===== src/verilog/pet_pkg.sv =====
// Bus widths, data types, device timing constants, PET address map and phase-schedule function
package pet_pkg;

    // Bus widths
    localparam int unsigned WB_ADDR_WIDTH  = 20;    // Host address, 1 MiB window
    localparam int unsigned RAM_ADDR_WIDTH = 17;    // 128 KiB SRAM
    localparam int unsigned CPU_ADDR_WIDTH = 16;
    localparam int unsigned DATA_WIDTH     = 8;

    typedef logic [WB_ADDR_WIDTH-1:0]  wb_addr_t;
    typedef logic [RAM_ADDR_WIDTH-1:0] ram_addr_t;
    typedef logic [CPU_ADDR_WIDTH-1:0] cpu_addr_t;
    typedef logic [DATA_WIDTH-1:0]     data_t;

    localparam int unsigned PHASE_BITS    = 6;     // 64 host clocks per CPU cycle
    localparam int unsigned MAX_WB_CYCLES = 3;     // Acceptance to ack of one host transfer

    typedef logic [PHASE_BITS-1:0] phase_t;

    // Phase values at which the sequencer outputs change, in schedule order
    typedef struct packed {
        phase_t wb_ready_end;       // Host stops being admitted
        phase_t cpu_be_start;       // Host transfers drained, CPU leaves high-Z
        phase_t bus_valid_start;    // CPU address, RWB and data out settled
        phase_t io_valid_start;     // SRAM access or transceiver delay met
        phase_t cpu_phi_start;      // Data setup met, Phi2 rises
        phase_t cpu_phi_end;        // Minimum Phi2 high width met
        phase_t cpu_be_end;         // Hold times met, CPU back to high-Z
        phase_t wb_ready_start;     // CPU off the bus, host admitted again
    } phase_sched_t;

    // W65C02S / W65C21 / SRAM times in ns
    localparam int unsigned CPU_T_BVD = 30;    // BE to valid data
    localparam int unsigned CPU_T_PWH = 62;    // Phi2 high pulse width
    localparam int unsigned CPU_T_DSR = 15;    // Read data setup
    localparam int unsigned CPU_T_DH  = 10;    // Read/write data hold
    localparam int unsigned RAM_T_AA  = 10;    // SRAM address access
    localparam int unsigned IOTX_T    = 11;    // I/O transceiver worst-case enable

    // PET memory map, match when (addr & mask) == base
    localparam cpu_addr_t RAM_LO_BASE = 16'h0000;  // 0000-7FFF main RAM
    localparam cpu_addr_t RAM_LO_MASK = 16'h8000;
    localparam cpu_addr_t VRAM_BASE   = 16'h8000;  // 8000-8FFF video RAM, treated as RAM
    localparam cpu_addr_t VRAM_MASK   = 16'hF000;
    localparam cpu_addr_t IO_BASE     = 16'hE800;  // E800-E8FF I/O page
    localparam cpu_addr_t IO_MASK     = 16'hFF00;
    localparam cpu_addr_t PIA1_BASE   = 16'hE810;
    localparam cpu_addr_t PIA2_BASE   = 16'hE820;
    localparam cpu_addr_t VIA_BASE    = 16'hE840;
    localparam cpu_addr_t CHIP_MASK   = 16'hFFF0;  // 16 registers per I/O chip

    // ns to clocks, rounded up, one extra clock for propagation delay
    function automatic phase_t ns_to_cycles(input int unsigned time_ns,
                                            input int unsigned clock_mhz);
        return phase_t'((time_ns * clock_mhz + 999) / 1000 + 1);
    endfunction

    function automatic phase_sched_t phase_schedule(input int unsigned clock_mhz);
        phase_sched_t s;
        int unsigned  io_t;
        io_t              = (IOTX_T > RAM_T_AA) ? IOTX_T : RAM_T_AA;
        s.wb_ready_end    = '0;
        s.cpu_be_start    = phase_t'(MAX_WB_CYCLES);  // Last host ack lands before this
        s.bus_valid_start = s.cpu_be_start    + ns_to_cycles(CPU_T_BVD, clock_mhz);
        s.io_valid_start  = s.bus_valid_start + ns_to_cycles(io_t, clock_mhz);
        s.cpu_phi_start   = s.io_valid_start  + ns_to_cycles(CPU_T_DSR, clock_mhz);
        s.cpu_phi_end     = s.cpu_phi_start   + ns_to_cycles(CPU_T_PWH, clock_mhz);
        s.cpu_be_end      = s.cpu_phi_end     + ns_to_cycles(CPU_T_DH, clock_mhz);
        s.wb_ready_start  = s.cpu_be_end      + ns_to_cycles(CPU_T_BVD, clock_mhz);
        return s;
    endfunction

endpackage


===== src/verilog/wb_bus_if.sv =====
// Wishbone B4 pipelined bus interface with host and device modports
`timescale 1ns/1ps

interface wb_bus_if;

    pet_pkg::wb_addr_t adr;      // Host byte address
    pet_pkg::data_t    dat_w;    // Write data, host to device
    pet_pkg::data_t    dat_r;    // Read data, valid with ack
    logic              we;       // 1 = write
    logic              cyc;      // Bus cycle in progress
    logic              stb;      // Request strobe
    logic              stall;    // Device cannot take a request this clock
    logic              ack;      // Transfer done, one clock wide

    // Request side, used by the bus sequencer
    modport host (
        output adr,
        output dat_w,
        output we,
        output cyc,
        output stb,
        input  dat_r,
        input  stall,
        input  ack
    );

    // Response side, used by the RAM controller
    modport device (
        input  adr,
        input  dat_w,
        input  we,
        input  cyc,
        input  stb,
        output dat_r,
        output stall,
        output ack
    );

endinterface


===== src/verilog/bus_sequencer.sv =====
// Bus sequencer: phase counter, Phi2 and BE generation, host request gating
`timescale 1ns/1ps

module bus_sequencer #(
    parameter int unsigned WB_CLOCK_MHZ = 64
) (
    input  logic              wb_clock_i,
    input  logic              rst_n_i,

    // External host request, gated into the device bus
    input  logic              wb_cyc_i,
    input  logic              wb_stb_i,
    output logic              wb_stall_o,
    wb_bus_if.host            wb,
    input  pet_pkg::wb_addr_t wb_adr_i,
    input  pet_pkg::data_t    wb_dat_i,
    input  logic              wb_we_i,

    // CPU timing
    output logic              cpu_be_o,
    output logic              cpu_clock_o,
    output logic              bus_valid_o,
    output logic              io_valid_o
);

    // Schedule fixed at elaboration from the host clock
    localparam pet_pkg::phase_sched_t SCHED = pet_pkg::phase_schedule(WB_CLOCK_MHZ);

    pet_pkg::phase_t phase_q;   // Position within the CPU cycle
    logic            wb_ready;  // Host window open

    // Free-running, wraps every 64 clocks
    always_ff @(posedge wb_clock_i or negedge rst_n_i) begin
        if (!rst_n_i) begin
            phase_q <= '0;
        end else begin
            phase_q <= phase_q + 1'b1;
        end
    end

    // Each output changes at the edge where the counter holds its phase value
    always_ff @(posedge wb_clock_i or negedge rst_n_i) begin
        if (!rst_n_i) begin
            wb_ready    <= 1'b0;    // Stall host until first host window
            cpu_be_o    <= 1'b0;    // CPU stays off the bus
            bus_valid_o <= 1'b0;
            io_valid_o  <= 1'b0;
            cpu_clock_o <= 1'b0;
        end else begin
            case (phase_q)
                SCHED.wb_ready_end: begin
                    wb_ready <= 1'b0;       // Close host window
                end
                SCHED.cpu_be_start: begin
                    cpu_be_o <= 1'b1;       // Any accepted transfer has acked by now
                end
                SCHED.bus_valid_start: begin
                    bus_valid_o <= 1'b1;    // CPU address and RWB usable for decode
                end
                SCHED.io_valid_start: begin
                    io_valid_o <= 1'b1;     // Chip selects and SRAM read enable allowed
                end
                SCHED.cpu_phi_start: begin
                    cpu_clock_o <= 1'b1;    // Setup met, CPU transfer starts
                end
                SCHED.cpu_phi_end: begin
                    cpu_clock_o <= 1'b0;    // CPU advances to next state
                end
                SCHED.cpu_be_end: begin
                    // Hold times met, release the bus
                    cpu_be_o    <= 1'b0;
                    bus_valid_o <= 1'b0;
                    io_valid_o  <= 1'b0;
                end
                SCHED.wb_ready_start: begin
                    wb_ready <= 1'b1;       // CPU in high-Z, host may go
                end
                default: begin
                end
            endcase
        end
    end

    // Requests reach the RAM controller only inside the host window
    assign wb.cyc   = wb_ready & wb_cyc_i;
    assign wb.stb   = wb_ready & wb_stb_i;
    assign wb.adr   = wb_adr_i;
    assign wb.dat_w = wb_dat_i;
    assign wb.we    = wb_we_i;

    // Host holds its request while the window is shut or the controller is busy
    assign wb_stall_o = ~wb_ready | wb.stall;

endmodule


===== src/verilog/ram_controller.sv =====
// RAM controller: Wishbone device that sequences SRAM strobes for host reads and writes
`timescale 1ns/1ps

module ram_controller (
    input  logic               wb_clock_i,
    input  logic               rst_n_i,
    wb_bus_if.device           wb,

    // Shared SRAM bus
    output logic               ram_oe_o,
    output logic               ram_we_o,
    output pet_pkg::ram_addr_t ram_addr_o,
    input  pet_pkg::data_t     ram_data_i,
    output pet_pkg::data_t     ram_data_o,
    output logic               ram_data_oe_o
);

    // Clock count after acceptance; ACK is clock MAX_WB_CYCLES
    typedef enum logic [1:0] {
        IDLE   = 2'd0,
        STROBE = 2'd1,  // SRAM strobe, write pulse here
        SAMPLE = 2'd2,  // Read data settled, captured at end of clock
        ACK    = 2'd3   // Ack with captured data
    } state_t;

    state_t             state_q;
    logic               accept;
    logic               we_q;       // Direction of transfer in flight
    pet_pkg::ram_addr_t addr_q;
    pet_pkg::data_t     wdata_q;
    pet_pkg::data_t     rdata_q;

    // Accepted on an edge with a request and no stall
    assign accept = wb.cyc & wb.stb & ~wb.stall;

    always_ff @(posedge wb_clock_i or negedge rst_n_i) begin
        if (!rst_n_i) begin
            state_q <= IDLE;
        end else begin
            case (state_q)
                IDLE: begin
                    if (accept) begin
                        state_q <= STROBE;
                    end
                end
                STROBE:  state_q <= SAMPLE;
                SAMPLE:  state_q <= ACK;
                ACK:     state_q <= IDLE;   // Single transfer done
                default: state_q <= IDLE;
            endcase
        end
    end

    // Request payload, latched once per transfer
    always_ff @(posedge wb_clock_i) begin
        if (accept) begin
            we_q    <= wb.we;
            addr_q  <= pet_pkg::ram_addr_t'(wb.adr[pet_pkg::RAM_ADDR_WIDTH-1:0]);
            wdata_q <= wb.dat_w;
        end
    end

    // Read data captured at end of clock 2
    always_ff @(posedge wb_clock_i) begin
        if (state_q == SAMPLE) begin
            rdata_q <= ram_data_i;
        end
    end

    // Busy until the ack clock has passed
    assign wb.stall = (state_q != IDLE);
    assign wb.ack   = (state_q == ACK);
    assign wb.dat_r = rdata_q;

    // SRAM side
    assign ram_addr_o    = addr_q;
    assign ram_data_o    = wdata_q;
    assign ram_data_oe_o = we_q & (state_q != IDLE);                         // Acceptance to ack
    assign ram_oe_o      = ~we_q & ((state_q == STROBE) | (state_q == SAMPLE)); // Clocks 1 and 2
    assign ram_we_o      = we_q & (state_q == STROBE);                        // Clock 1 only

endmodule


===== src/verilog/address_decoder.sv =====
// Address decoder: PET memory map to RAM, I/O page and PIA1/PIA2/VIA enables
`timescale 1ns/1ps

module address_decoder (
    input  pet_pkg::cpu_addr_t addr_i,
    output logic               ram_en_o,
    output logic               io_en_o,
    output logic               pia1_en_o,
    output logic               pia2_en_o,
    output logic               via_en_o
);

    // True when the masked address bits equal the region base
    function automatic logic in_region(input pet_pkg::cpu_addr_t addr,
                                       input pet_pkg::cpu_addr_t base,
                                       input pet_pkg::cpu_addr_t mask);
        return (addr & mask) == base;
    endfunction

    logic ram_lo_hit;   // 0000-7FFF
    logic vram_hit;     // 8000-8FFF
    logic io_hit;       // E800-E8FF

    assign ram_lo_hit = in_region(addr_i, pet_pkg::RAM_LO_BASE, pet_pkg::RAM_LO_MASK);
    assign vram_hit   = in_region(addr_i, pet_pkg::VRAM_BASE, pet_pkg::VRAM_MASK);
    assign io_hit     = in_region(addr_i, pet_pkg::IO_BASE, pet_pkg::IO_MASK);

    // Video RAM lives in the same SRAM
    assign ram_en_o = ram_lo_hit | vram_hit;
    assign io_en_o  = io_hit;

    // Chip enables only inside the I/O page
    assign pia1_en_o = io_hit & in_region(addr_i, pet_pkg::PIA1_BASE, pet_pkg::CHIP_MASK);
    assign pia2_en_o = io_hit & in_region(addr_i, pet_pkg::PIA2_BASE, pet_pkg::CHIP_MASK);
    assign via_en_o  = io_hit & in_region(addr_i, pet_pkg::VIA_BASE, pet_pkg::CHIP_MASK);

    // ROM and unmapped space fall through with every enable low

endmodule


===== src/verilog/pet_system.sv =====
// PET bus core top level: sequencer, RAM controller, decoder, select qualification, address muxes
`timescale 1ns/1ps

module pet_system #(
    parameter int unsigned WB_CLOCK_MHZ = 64
) (
    // Wishbone B4 pipelined host port
    input  logic                wb_clock_i,
    input  logic                rst_n_i,
    input  pet_pkg::wb_addr_t   wb_addr_i,
    input  pet_pkg::data_t      wb_data_i,
    output pet_pkg::data_t      wb_data_o,
    input  logic                wb_we_i,
    input  logic                wb_cycle_i,
    input  logic                wb_strobe_i,
    output logic                wb_stall_o,
    output logic                wb_ack_o,

    // CPU
    output logic                cpu_be_o,
    output logic                cpu_ready_o,
    output logic                cpu_clock_o,
    input  pet_pkg::cpu_addr_t  cpu_addr_i,
    output pet_pkg::cpu_addr_t  cpu_addr_o,
    output logic                cpu_addr_oe_o,
    input  pet_pkg::data_t      cpu_data_i,
    output pet_pkg::data_t      cpu_data_o,
    output logic                cpu_data_oe_o,
    input  logic                cpu_we_i,
    output logic                cpu_we_o,
    output logic                cpu_we_oe_o,

    // SRAM upper address lines and strobes
    output logic                ram_addr_a10_o,
    output logic                ram_addr_a11_o,
    output logic                ram_addr_a15_o,
    output logic                ram_addr_a16_o,
    output logic                ram_oe_o,
    output logic                ram_we_o,

    // I/O
    output logic                io_oe_o,
    output logic                pia1_cs_o,
    output logic                pia2_cs_o,
    output logic                via_cs_o
);

    wb_bus_if wb ();    // Sequencer to RAM controller

    logic               bus_valid;
    logic               io_valid;
    logic               host_ram_oe;    // Strobes from host transfers
    logic               host_ram_we;
    pet_pkg::ram_addr_t host_ram_addr;
    logic               ram_en;
    logic               io_en;
    logic               pia1_en;
    logic               pia2_en;
    logic               via_en;

    bus_sequencer #(
        .WB_CLOCK_MHZ(WB_CLOCK_MHZ)
    ) bus_sequencer_inst (
        .wb_clock_i (wb_clock_i),
        .rst_n_i    (rst_n_i),
        .wb_cyc_i   (wb_cycle_i),
        .wb_stb_i   (wb_strobe_i),
        .wb_stall_o (wb_stall_o),
        .wb         (wb),
        .wb_adr_i   (wb_addr_i),
        .wb_dat_i   (wb_data_i),
        .wb_we_i    (wb_we_i),
        .cpu_be_o   (cpu_be_o),
        .cpu_clock_o(cpu_clock_o),
        .bus_valid_o(bus_valid),
        .io_valid_o (io_valid)
    );

    ram_controller ram_controller_inst (
        .wb_clock_i   (wb_clock_i),
        .rst_n_i      (rst_n_i),
        .wb           (wb),
        .ram_oe_o     (host_ram_oe),
        .ram_we_o     (host_ram_we),
        .ram_addr_o   (host_ram_addr),
        .ram_data_i   (cpu_data_i),     // Shared data bus
        .ram_data_o   (cpu_data_o),
        .ram_data_oe_o(cpu_data_oe_o)
    );

    address_decoder address_decoder_inst (
        .addr_i   (cpu_addr_i),
        .ram_en_o (ram_en),
        .io_en_o  (io_en),
        .pia1_en_o(pia1_en),
        .pia2_en_o(pia2_en),
        .via_en_o (via_en)
    );

    assign wb_data_o = wb.dat_r;
    assign wb_ack_o  = wb.ack;

    // No wait states yet; CPU never drives RWB from this side
    assign cpu_ready_o = 1'b1;
    assign cpu_we_o    = 1'b0;
    assign cpu_we_oe_o = 1'b0;

    // Decode qualified by the bus phase
    assign io_oe_o   = io_en & bus_valid;
    assign pia1_cs_o = pia1_en & io_valid;
    assign pia2_cs_o = pia2_en & io_valid;
    assign via_cs_o  = via_en & io_valid;

    // CPU read enables SRAM in the io_valid window, CPU write strobes on Phi2
    assign ram_oe_o = (ram_en & io_valid & ~cpu_we_i) | host_ram_oe;
    assign ram_we_o = (ram_en & cpu_clock_o & cpu_we_i) | host_ram_we;

    // Host drives the address bus whenever the CPU is off it
    assign cpu_addr_oe_o = ~cpu_be_o;
    assign cpu_addr_o    = host_ram_addr[pet_pkg::CPU_ADDR_WIDTH-1:0];

    assign ram_addr_a10_o = cpu_be_o ? cpu_addr_i[10] : host_ram_addr[10];
    assign ram_addr_a11_o = cpu_be_o ? cpu_addr_i[11] : host_ram_addr[11];
    assign ram_addr_a15_o = cpu_be_o ? cpu_addr_i[15] : host_ram_addr[15];
    assign ram_addr_a16_o = cpu_be_o ? 1'b0 : host_ram_addr[16];   // CPU sees lower 64 KiB

endmodule


===== config.mk =====
export PLATFORM = sky130hd
export DESIGN_NAME = pet_system
export DESIGN_NICKNAME = d
export VERILOG_FILES = /design/src/verilog/pet_pkg.sv /design/src/verilog/wb_bus_if.sv /design/src/verilog/bus_sequencer.sv /design/src/verilog/ram_controller.sv /design/src/verilog/address_decoder.sv /design/src/verilog/pet_system.sv
export SDC_FILE = /design/constraint.sdc
export NUM_CORES = 1
export LEC_CHECK = 0
export BUFFER_PORTS_ARGS = -buffer_cell sky130_fd_sc_hd__buf_2
export CORE_MARGIN = 4
export CORE_UTILIZATION = 39
export CTS_BUF_LIST = sky130_fd_sc_hd__clkbuf_16
export DETAILED_ROUTE_END_ITERATION = 7
export GPL_ROUTABILITY_DRIVEN = 0
export GPL_TIMING_DRIVEN = 1
export PLACE_DENSITY_LB_ADDON = 0.2
export SYNTH_ARGS = -nofsm -noshare
export SYNTH_HDL_FRONTEND = slang
export SYNTH_SLANG_ARGS = --single-unit
export TNS_END_PERCENT = 50

===== constraint.sdc =====
create_clock -name wb_clock_i -period 2.06 [get_ports wb_clock_i]
set_input_delay 0.412 -clock wb_clock_i [delete_from_list [all_inputs] [get_ports wb_clock_i]]
set_output_delay 0.412 -clock wb_clock_i [all_outputs]
set_load 0.02 [all_outputs]

==> results.cfg, run 1 <==
[drt]
drtIter0Drc = 51
routed_via_density = 4.51
wl_um = 3940
wl_per_cell_um = 13.6
ant_nets = 0
drc = 0
first_pass_iters = 4
vias = 1307

[setup_path]
worstSetupPathType = in2out
crit_path_max_fanout = 3
cpPeakStageDelay_ns = 0.30
critical_path.cell_chain = buf_2, and4bb_1, nand4b_2, nor4b_1, buf_2
crit_family = simple AND/OR/NAND/NOR gates
path_buf_inv = 2
cp_slowest_cell = and4bb_1
start_kind = input pin
critPathCaptureType = output port
cpMostUsedCell = buf_2
cp_data_arrival_time_ns = 1.45
worstPathRequired_ns = 1.65

[power_and_ir_drop]
ir_drop_v = 0.000484
power_per_cell_area_nw_per_um2 = 1020
total_leakage_power_nw = 1.22

[place]
hpwl_um = 3110
placed_area_um2 = 2450
portBuffers = 98
dp.cells = 282

[logic_synthesis]
synth-edff-count = 34
ys.warnings.count = 0
synth_top_cell_area_share_pct = 50.8
ys.flop_type = edfxtp_1
yosysMostFrequentCell = edfxtp_1
ys_seq_elements = 47
seq_area_frac_synth_pct = 67.0
ys_top_cells_by_area = edfxtp_1 (51%), dfrtp_1 (16%), buf_4 (7.1%), ha_1 (5.0%), inv_1 (1.7%)
syn_avg_cell_area_um2 = 14.9
synthesis.area_um2 = 2010
syn_inst = 135
synth_cell_types = 31
synth_common_cells = edfxtp_1 (34), buf_4 (19), dfrtp_1 (13)
ys_async_sr_fraction_pct = 27.7
synth_largest_area_cell = edfxtp_1

[timing]
tns_ns = 0
setup_viol = 0
timing_hold_violations_final = 0
timing.final.crit_share_pct = 90.2
grt_setup_unrepaired = false
fin_skew_ns = 0.00300
finalMaxSlewViolations = 0
fmax_mhz = 538
finalCriticalPeriod_ns = 1.86
hold_slack_ns = 0.0111

[layout]
regArea_um2 = 1350
fillerInstances = 407
syn2layout_area_growth_pct = 30.0
design_area_um2 = 2610
drive_gt1_share_pct = 52.0
finalNetCount = 288
multi_input_area_um2 = 487
antenna_cells = 0
stdcell_count = 290

[clock_network]
clk_pin_slew_ns = 0.06
ctsHoldBuffers = 0
clock-sinks = 47
cts_tree = yes
cts_resized = 0
cts-root-buf = clkbuf_16
postCtsSetupRepairBufs = 0
clock_latency_ns = 0.28
clock_tree.buffer_depth = 2
h-tree-depth = 2
numCtsBuffers = 5

[die]
dieArea_um2 = 6360
coreArea_um2 = 4850
ioPinCount = 109
die_y_um = 79.8
rows = 25
initial_utilization_pct = 41.4
die_x_um = 79.8

[global_route]
antenna_found_initial = 0
grt_pass1_wl_um = 6220
grt_overflow = 0
globalRouteTotalUtil_pct = 12.7
grt_max_degree = 27
grt_pass1_vias = 1309

[job]
maxCapViolations = 0

[run_status]
outcome = complete, no violations

[min_path]
hp-class = in2async
[report_power, final]
group	switching (W)	internal, W	total (W)
clock	0.000305	0.000563	0.000867
combinational	0.000386	0.000195	0.000581
sequential	0.0000339	0.00117	0.00120
[cells in the final DEF (no fill, tap or decap), types with 3 or more instances in the layout]
master     count
edfxtp_1      34
clkbuf_16      5
nand3_1        4
dfrtp_1       13
ha_1           8
xnor2_1        3
a31oi_1        4
conb_1         3
inv_1         11
nand2_1        5
buf_2         98
a21oi_1        3
mux2_2         3
[logic make-up after synthesis]
group,after synthesis,share of synthesized area (%)
fa+ha+maj,8,4.98
buf+inv,29,9.03
flops,47,67.0
compound gates,16,5.48
simple gates,25,9.16
other cells,2,0.374
mux,4,2.18
xor+xnor,4,1.74
[sequential cells by signal (all words and copies together) (netlist names)]
signal                          cells
bus_sequencer_inst.phase_q          6
ram_controller_inst.wb.dat_r        8
ram_controller_inst.ram_data_o      8
bus_sequencer_inst.wb_ready         1
bus_sequencer_inst.io_valid_o       1
ram_controller_inst.ram_addr_o     17
bus_sequencer_inst.cpu_clock_o      1
ram_controller_inst.state_q         2
bus_sequencer_inst.cpu_be_o         1
ram_controller_inst.we_q            1
bus_sequencer_inst.bus_valid_o      1
[per-layer routing]
| metal | global-route usage [%] | wire [um] |
|---|---|---|
| met4 | 4.56 | 38 |
| met1 | 15.1 | 1500 |
| met5 | 0 | 0 |
| met3 | 2.71 | 407 |
| met2 | 22.6 | 1990 |
[area by class of cell]
cell class	count	area share, %
sequential	47	51.6
timing repair buffer	99	19.1
multi-input combinational	60	18.6
clock buffer	5	4.79
tap	67	3.21
clock inverter	3	1.44
inverter	9	1.29
[path summary, 6_finish.rpt]
path	depth (start not counted)	startpoint	to	slack, ns
max	5	cpu_addr_i[9]	pia1_cs_o	0.20
min	1	rst_n_i	bus_sequencer_inst.phase_q[3]	0.01
max reg2reg	5	ram_controller_inst.state_q[1]	ram_controller_inst.ram_addr_o[10]	0.47
min reg2reg	2	bus_sequencer_inst.bus_valid_o	bus_sequencer_inst.bus_valid_o	0.55
max in group asynchronous	1	rst_n_i	bus_sequencer_inst.bus_valid_o	1.82
min in group wb_clock_i	1	wb_addr_i[16]	ram_controller_inst.ram_addr_o[16]	0.31
[through the flow]
step                worst slack, ns  utilization (%)  total power, W
floorplan                    0.0431                -         0.00163
global placement              0.217             50.5         0.00181
detailed placement            0.204             50.5         0.00181
CTS                           0.197             53.9         0.00269
global route                 0.0923             53.9         0.00279
finish                        0.201             53.9         0.00265
Power figures use the tool's default switching activity.
==> inputs of run 2 (changes only) <==
--- a/config.mk
+++ b/config.mk
@@ -5,13 +5,15 @@
 export SDC_FILE = /design/constraint.sdc
 export NUM_CORES = 1
 export LEC_CHECK = 0
+export ABC_AREA = 1
 export BUFFER_PORTS_ARGS = -buffer_cell sky130_fd_sc_hd__buf_2
 export CORE_MARGIN = 4
 export CORE_UTILIZATION = 39
 export CTS_BUF_LIST = sky130_fd_sc_hd__clkbuf_16
+export CTS_CLUSTER_SIZE = 24
 export DETAILED_ROUTE_END_ITERATION = 7
 export GPL_ROUTABILITY_DRIVEN = 0
-export GPL_TIMING_DRIVEN = 1
+export GPL_TIMING_DRIVEN = 0
 export PLACE_DENSITY_LB_ADDON = 0.2
 export SYNTH_ARGS = -nofsm -noshare
 export SYNTH_HDL_FRONTEND = slang
==> run 2 against run 1 <==
Net effect: fmax increased by 2.4%; utilization up 1.5 points; register-to-register slack worse by 0.23 ns; highest routed layer unchanged; critical endpoint is now ram_controller_inst.ram_data_o[4].
==> results.cfg, run 2 <==
[timing]
finalCriticalPeriod_ns = 1.82
fin_skew_ns = 0.00495
fmax_mhz = 551
timing.final.crit_share_pct = 88.2
hold_slack_ns = 0.0127
slew_headroom_pct = 52.0
tightest_slew_ns = 0.719
finalMaxSlewViolations = 0
grt_setup_unrepaired = false
timing_hold_violations_final = 0
setup_viol = 0

[drt]
drtIter0Drc = 35
drc = 0
vias = 1504
dr_wl_met2_um = 2150
met1Wirelength_um = 1590
wl_um = 4120
first_pass_iters = 4
met3WireLength_um = 355
routed_via_density = 4.24
wl_per_cell_um = 11.6
ant_nets = 0
top_layer_used = met4

[layout]
layout_common_cells = buf_2 (98), nand2_1 (34), edfxtp_1 (34)
finalNetCount = 350
largest_reg_flops = 17
antenna_cells = 0
fillerInstances = 463
drive_gt1_share_pct = 46.3
syn2layout_area_growth_pct = 38.0
layout_commonest_cell = buf_2
fin_util_pct = 55.4

[clock_network]
clk_pin_slew_ns = 0.06
postCtsSetupRepairBufs = 0
clock-sinks = 47
numCtsBuffers = 5
cts-root-buf = clkbuf_16
clock_latency_ns = 0.27
clock_tree.buffer_depth = 2
h-tree-depth = 2
cts_tree = yes

[place]
portBuffers = 98
hpwl_um = 3350

[global_route]
grt_overflow = 0
antenna_found_initial = 0
grt_pass1_vias = 1427
grt_pass1_wl_um = 6560
globalRouteTotalUtil_pct = 13.2
grt_max_degree = 27

[logic_synthesis]
synth_largest_area_cell = edfxtp_1
ys_async_sr_fraction_pct = 27.7
synthesis.area_um2 = 2050
syn_inst = 178
ys.warnings.count = 0
synth_common_cells = edfxtp_1 (34), nand2_1 (34), inv_1 (22)
ys.flop_type = edfxtp_1
synth-edff-count = 34
synth_cell_types = 18
syn_avg_cell_area_um2 = 11.5
seq_area_frac_synth_pct = 65.7
ys_top_cells_by_area = edfxtp_1 (50%), dfrtp_1 (16%), buf_4 (7.0%), nand2_1 (6.2%), ha_1 (4.9%)
ys_seq_elements = 47
synth_top_cell_area_share_pct = 49.8

[die]
ioPinCount = 109
rows = 26
die_y_um = 80.5
die_x_um = 80.5
dieArea_um2 = 6480
coreArea_um2 = 5110
initial_utilization_pct = 40.1

[setup_path]
crit_path_max_fanout = 26
start_kind = register
worstPathRequired_ns = 1.97
critPathLaunch = ram_controller_inst.state_q[0]
worstSetupPathType = reg2reg
cp_data_arrival_time_ns = 1.72
regToRegStartpoint = ram_controller_inst.state_q[0]
critPathCaptureType = register

[power_and_ir_drop]
power_per_cell_area_nw_per_um2 = 1000
ir_drop_v = 0.000483
total_leakage_power_nw = 1.41

[run_status]
outcome = complete, no violations

[min_path]
hp-class = in2async

[job]
maxCapViolations = 0
==> run 2: changes by cell type after synthesis, sizes merged, moves of 3 or more <==
cell | before | now
a31oi | 4 | 1
inv | 9 | 24
mux2 | 3 | 0
nand2 | 5 | 34
nand3 | 4 | 11
nand4 | 0 | 4
nor2 | 3 | 22
nor4b | 4 | 0
xnor2 | 3 | 0
==> run 2: metrics by stage <==
stage / TNS, ns / worst slack [ns] / instances / power (W) / area [um^2]
floorplan: 0 / 0.0620 / 179 / 0.00163 / 2060
global placement: -4.39 / -0.170 / 347 / 0.00185 / 2630
detailed placement: -4.91 / -0.190 / 347 / 0.00186 / 2630
CTS: 0 / 0.211 / 355 / 0.00288 / 2830
global route: 0 / 0.0366 / 355 / 0.00300 / 2830
finish: 0 / 0.244 / 355 / 0.00284 / 2830
==> run 2: power by group <==
group          total (W)  switching, W  internal [W]
Clock           0.000999      0.000309      0.000690
Combinational   0.000634      0.000411      0.000222
Sequential       0.00120     0.0000356       0.00117
Total            0.00284      0.000756       0.00208
==> run 2: layout make-up <==
type / instances / area (um^2) / area share [%]
sequential: 47 / 1350 / 47.6
timing repair buffer: 98 / 490 / 17.3
multi-input combinational: 89 / 482 / 17.0
buffer: 19 / 143 / 5.04
clock buffer: 5 / 125 / 4.42
inverter: 24 / 90.1 / 3.19
tap: 70 / 87.6 / 3.10
clock inverter: 3 / 63.8 / 2.26
==> run 2: worst paths after layout <==
kind / endpoint / slack (ns) / cells after the start
setup reg to reg: ram_controller_inst.ram_data_o[4] / 0.24 / 4
hold reg to reg: bus_sequencer_inst.bus_valid_o / 0.47 / 2
min in group wb_clock_i: ram_controller_inst.wb.dat_r[1] / 0.31 / 1
hold / removal: bus_sequencer_inst.phase_q[1] / 0.01 / 1
max in group asynchronous: bus_sequencer_inst.phase_q[3] / 1.82 / 1
setup / recovery: ram_controller_inst.ram_data_o[4] / 0.24 / 4
==> run 2: critical path, stage by stage (launching register included) <==
cell	delay, ns
dfrtp_1	0.39
inv_1	0.11
ha_1	0.24
nand2_1	0.12
nor2_4	0.57
==> run 2: what timing repair did <==
action / in CTS / in global routing
hold buffers: 0 / 0
endpoints found under the setup margin: 26 / 0
resized for setup: 1 / 0
==> run 2: layer usage <==
layer,global-route usage (%),vias up
met4,3.55,0
met5,0,-
met1,14.9,685
li1,-,764
met2,23.8,53
met3,4.04,2
==> run 2: logic make-up (layout without fill, tap and decap cells) <==
kind of cell	count (synthesis)	after routing	share of synthesized area (%)
compound gates	4	4	1.04
xor+xnor	3	3	1.28
fa+ha+maj	8	8	4.88
buf+inv	43	149	11.4
flops	47	47	65.7
other cells	2	3	0.366
simple gates	71	71	15.4
==> inputs of run 3 (changes only) <==
--- a/config.mk
+++ b/config.mk
@@ -14,8 +14,8 @@
 export DETAILED_ROUTE_END_ITERATION = 7
 export GPL_ROUTABILITY_DRIVEN = 0
 export GPL_TIMING_DRIVEN = 0
-export PLACE_DENSITY_LB_ADDON = 0.2
+export PLACE_DENSITY = 0.74
 export SYNTH_ARGS = -nofsm -noshare
 export SYNTH_HDL_FRONTEND = slang
 export SYNTH_SLANG_ARGS = --single-unit
-export TNS_END_PERCENT = 50
+export TNS_END_PERCENT = 10
==> run 3 against run 2 <==
Net effect: fmax shrank 0.11%; utilization fell by 0.88 points; count of clock-buffer cells in the layout unchanged; sequential power hardly changed; combinational power fell by 1%; non-clock buffer count stayed put; sequential share of layout area is 0.77 points higher; cell area shrank 1.6%; global-route usage hardly changed; cell count unchanged; clock power shrank 23%; die area unchanged.
==> results.cfg, run 3 (same netlist as run 2, synthesis figures left out) <==
[run_status]
outcome = complete, no violations

[drt]
drc = 0
wl_per_cell_um = 11.6
wl_um = 4110
vias = 1513
ant_nets = 0
first_pass_iters = 4
drtIter0Drc = 47
routed_via_density = 4.26

[power_and_ir_drop]
pwr-share-comb_pct = 24.1
power_per_cell_area_nw_per_um2 = 934
p_int_w = 0.00184
total_leakage_power_nw = 1.39
ir_drop_v = 0.000445
p_sw_w = 0.000760
power_frac_seq_pct = 46.4
p_sw_share_pct = 29.3
pwr-share-clk_pct = 29.5

[die]
coreArea_um2 = 5110
die_x_um = 80.5
initial_utilization_pct = 40.1
rows = 26
dieArea_um2 = 6480
ioPinCount = 109
die_y_um = 80.5

[clock_network]
clk_pin_slew_ns = 0.06
clock_tree.buffer_depth = 2
cts_tree = yes
ctsHoldBuffers = 0
cts-root-buf = clkbuf_16
h-tree-depth = 2
postCtsSetupRepairBufs = 0
clock_latency_ns = 0.28
clock-sinks = 47
numCtsBuffers = 5
cts_resized = 1

[global_route]
antenna_found_initial = 0
grt_overflow = 0
globalRouteTotalUtil_pct = 13.2
grt_pass1_wl_um = 6400
grt_pass1_vias = 1439
grt_max_degree = 27

[setup_path]
critPathCaptureType = register
cp_data_arrival_time_ns = 1.73
cpPeakStageDelay_ns = 0.57
crit_family = simple AND/OR/NAND/NOR gates
critical_path.cell_chain = inv_1, ha_1, nand2_1, nor2_4
worstSetupPathType = reg2reg
path_buf_inv = 1
cp_slowest_cell = nor2_4
worstPathRequired_ns = 1.97
crit_path_max_fanout = 26
start_kind = register

[layout]
drive_gt1_share_pct = 46.7
largest_reg_flops = 17
design_area_um2 = 2780
stdcell_count = 355
syn2layout_area_growth_pct = 35.8
antenna_cells = 0
layout_commonest_cell = buf_2
fillerInstances = 472
layout_common_cells = buf_2 (98), nand2_1 (34), edfxtp_1 (34)
finalNetCount = 350

[timing]
timing_hold_violations_final = 0
fmax_mhz = 550
tns_ns = 0
timing.final.crit_share_pct = 88.3
hold_slack_ns = 0.0107
finalMaxSlewViolations = 0
setup_viol = 0
slew_headroom_pct = 52.0
worst_slack_ns = 0.242
grt_setup_unrepaired = false
tightest_slew_ns = 0.718
fin_skew_ns = 0.00288
finalCriticalPeriod_ns = 1.82

[place]
dp.cells = 347
portBuffers = 98
placed_area_um2 = 2630
post-place-ws_ns = -0.149
hpwl_um = 3330

[min_path]
hp-class = in2async

[job]
maxCapViolations = 0
## run 3: area by class of cell
cell class                 count  area [um^2]  share of cell area (%)
clock buffer                   5          125                    4.50
tap                           70         87.6                    3.15
buffer                        19          143                    5.13
multi-input combinational     89          482                    17.3
timing repair buffer          98          490                    17.6
clock inverter                 3         18.8                   0.674
inverter                      24         90.1                    3.24
sequential                    47         1350                    48.4
## run 3: metal layers
layer | part of all wire (%) | GRT usage [%]
met4 | 1.9 | 4.73
met1 | 35 | 13.7
met2 | 54 | 24.3
met5 | 0 | 0
met3 | 8.6 | 4.48
## run 3: metrics by stage
step	total power (W)	util, %
after floorplan	0.00163	-
after global placement	0.00184	51.6
after detailed placement	0.00186	51.6
after CTS	0.00264	54.5
after global routing	0.00276	54.5
final	0.00260	54.5
## run 3: final timing paths
kind	start	end	slack, ns	cells after the start
worst max-delay path	ram_controller_inst.state_q[0]	ram_controller_inst.ram_addr_o[6]	0.24	4
worst min-delay path	rst_n_i	bus_sequencer_inst.phase_q[4]	0.01	1
worst max register to register	ram_controller_inst.state_q[0]	ram_controller_inst.ram_addr_o[6]	0.24	4
worst min register to register	bus_sequencer_inst.wb_ready	bus_sequencer_inst.wb_ready	0.51	2
max in group asynchronous	rst_n_i	bus_sequencer_inst.io_valid_o	1.82	1
min in group wb_clock_i	wb_data_i[7]	ram_controller_inst.ram_data_o[7]	0.30	1
## run 3: power groups by stage
stage / registers (W) / logic (W) / clock network (W)
finish: 0.00121 / 0.000627 / 0.000766
global route: 0.00121 / 0.000706 / 0.000840
CTS: 0.00121 / 0.000639 / 0.000791
detailed placement: 0.00123 / 0.000630 / 0
global placement: 0.00122 / 0.000622 / 0
floorplan: 0.00130 / 0.000333 / 0
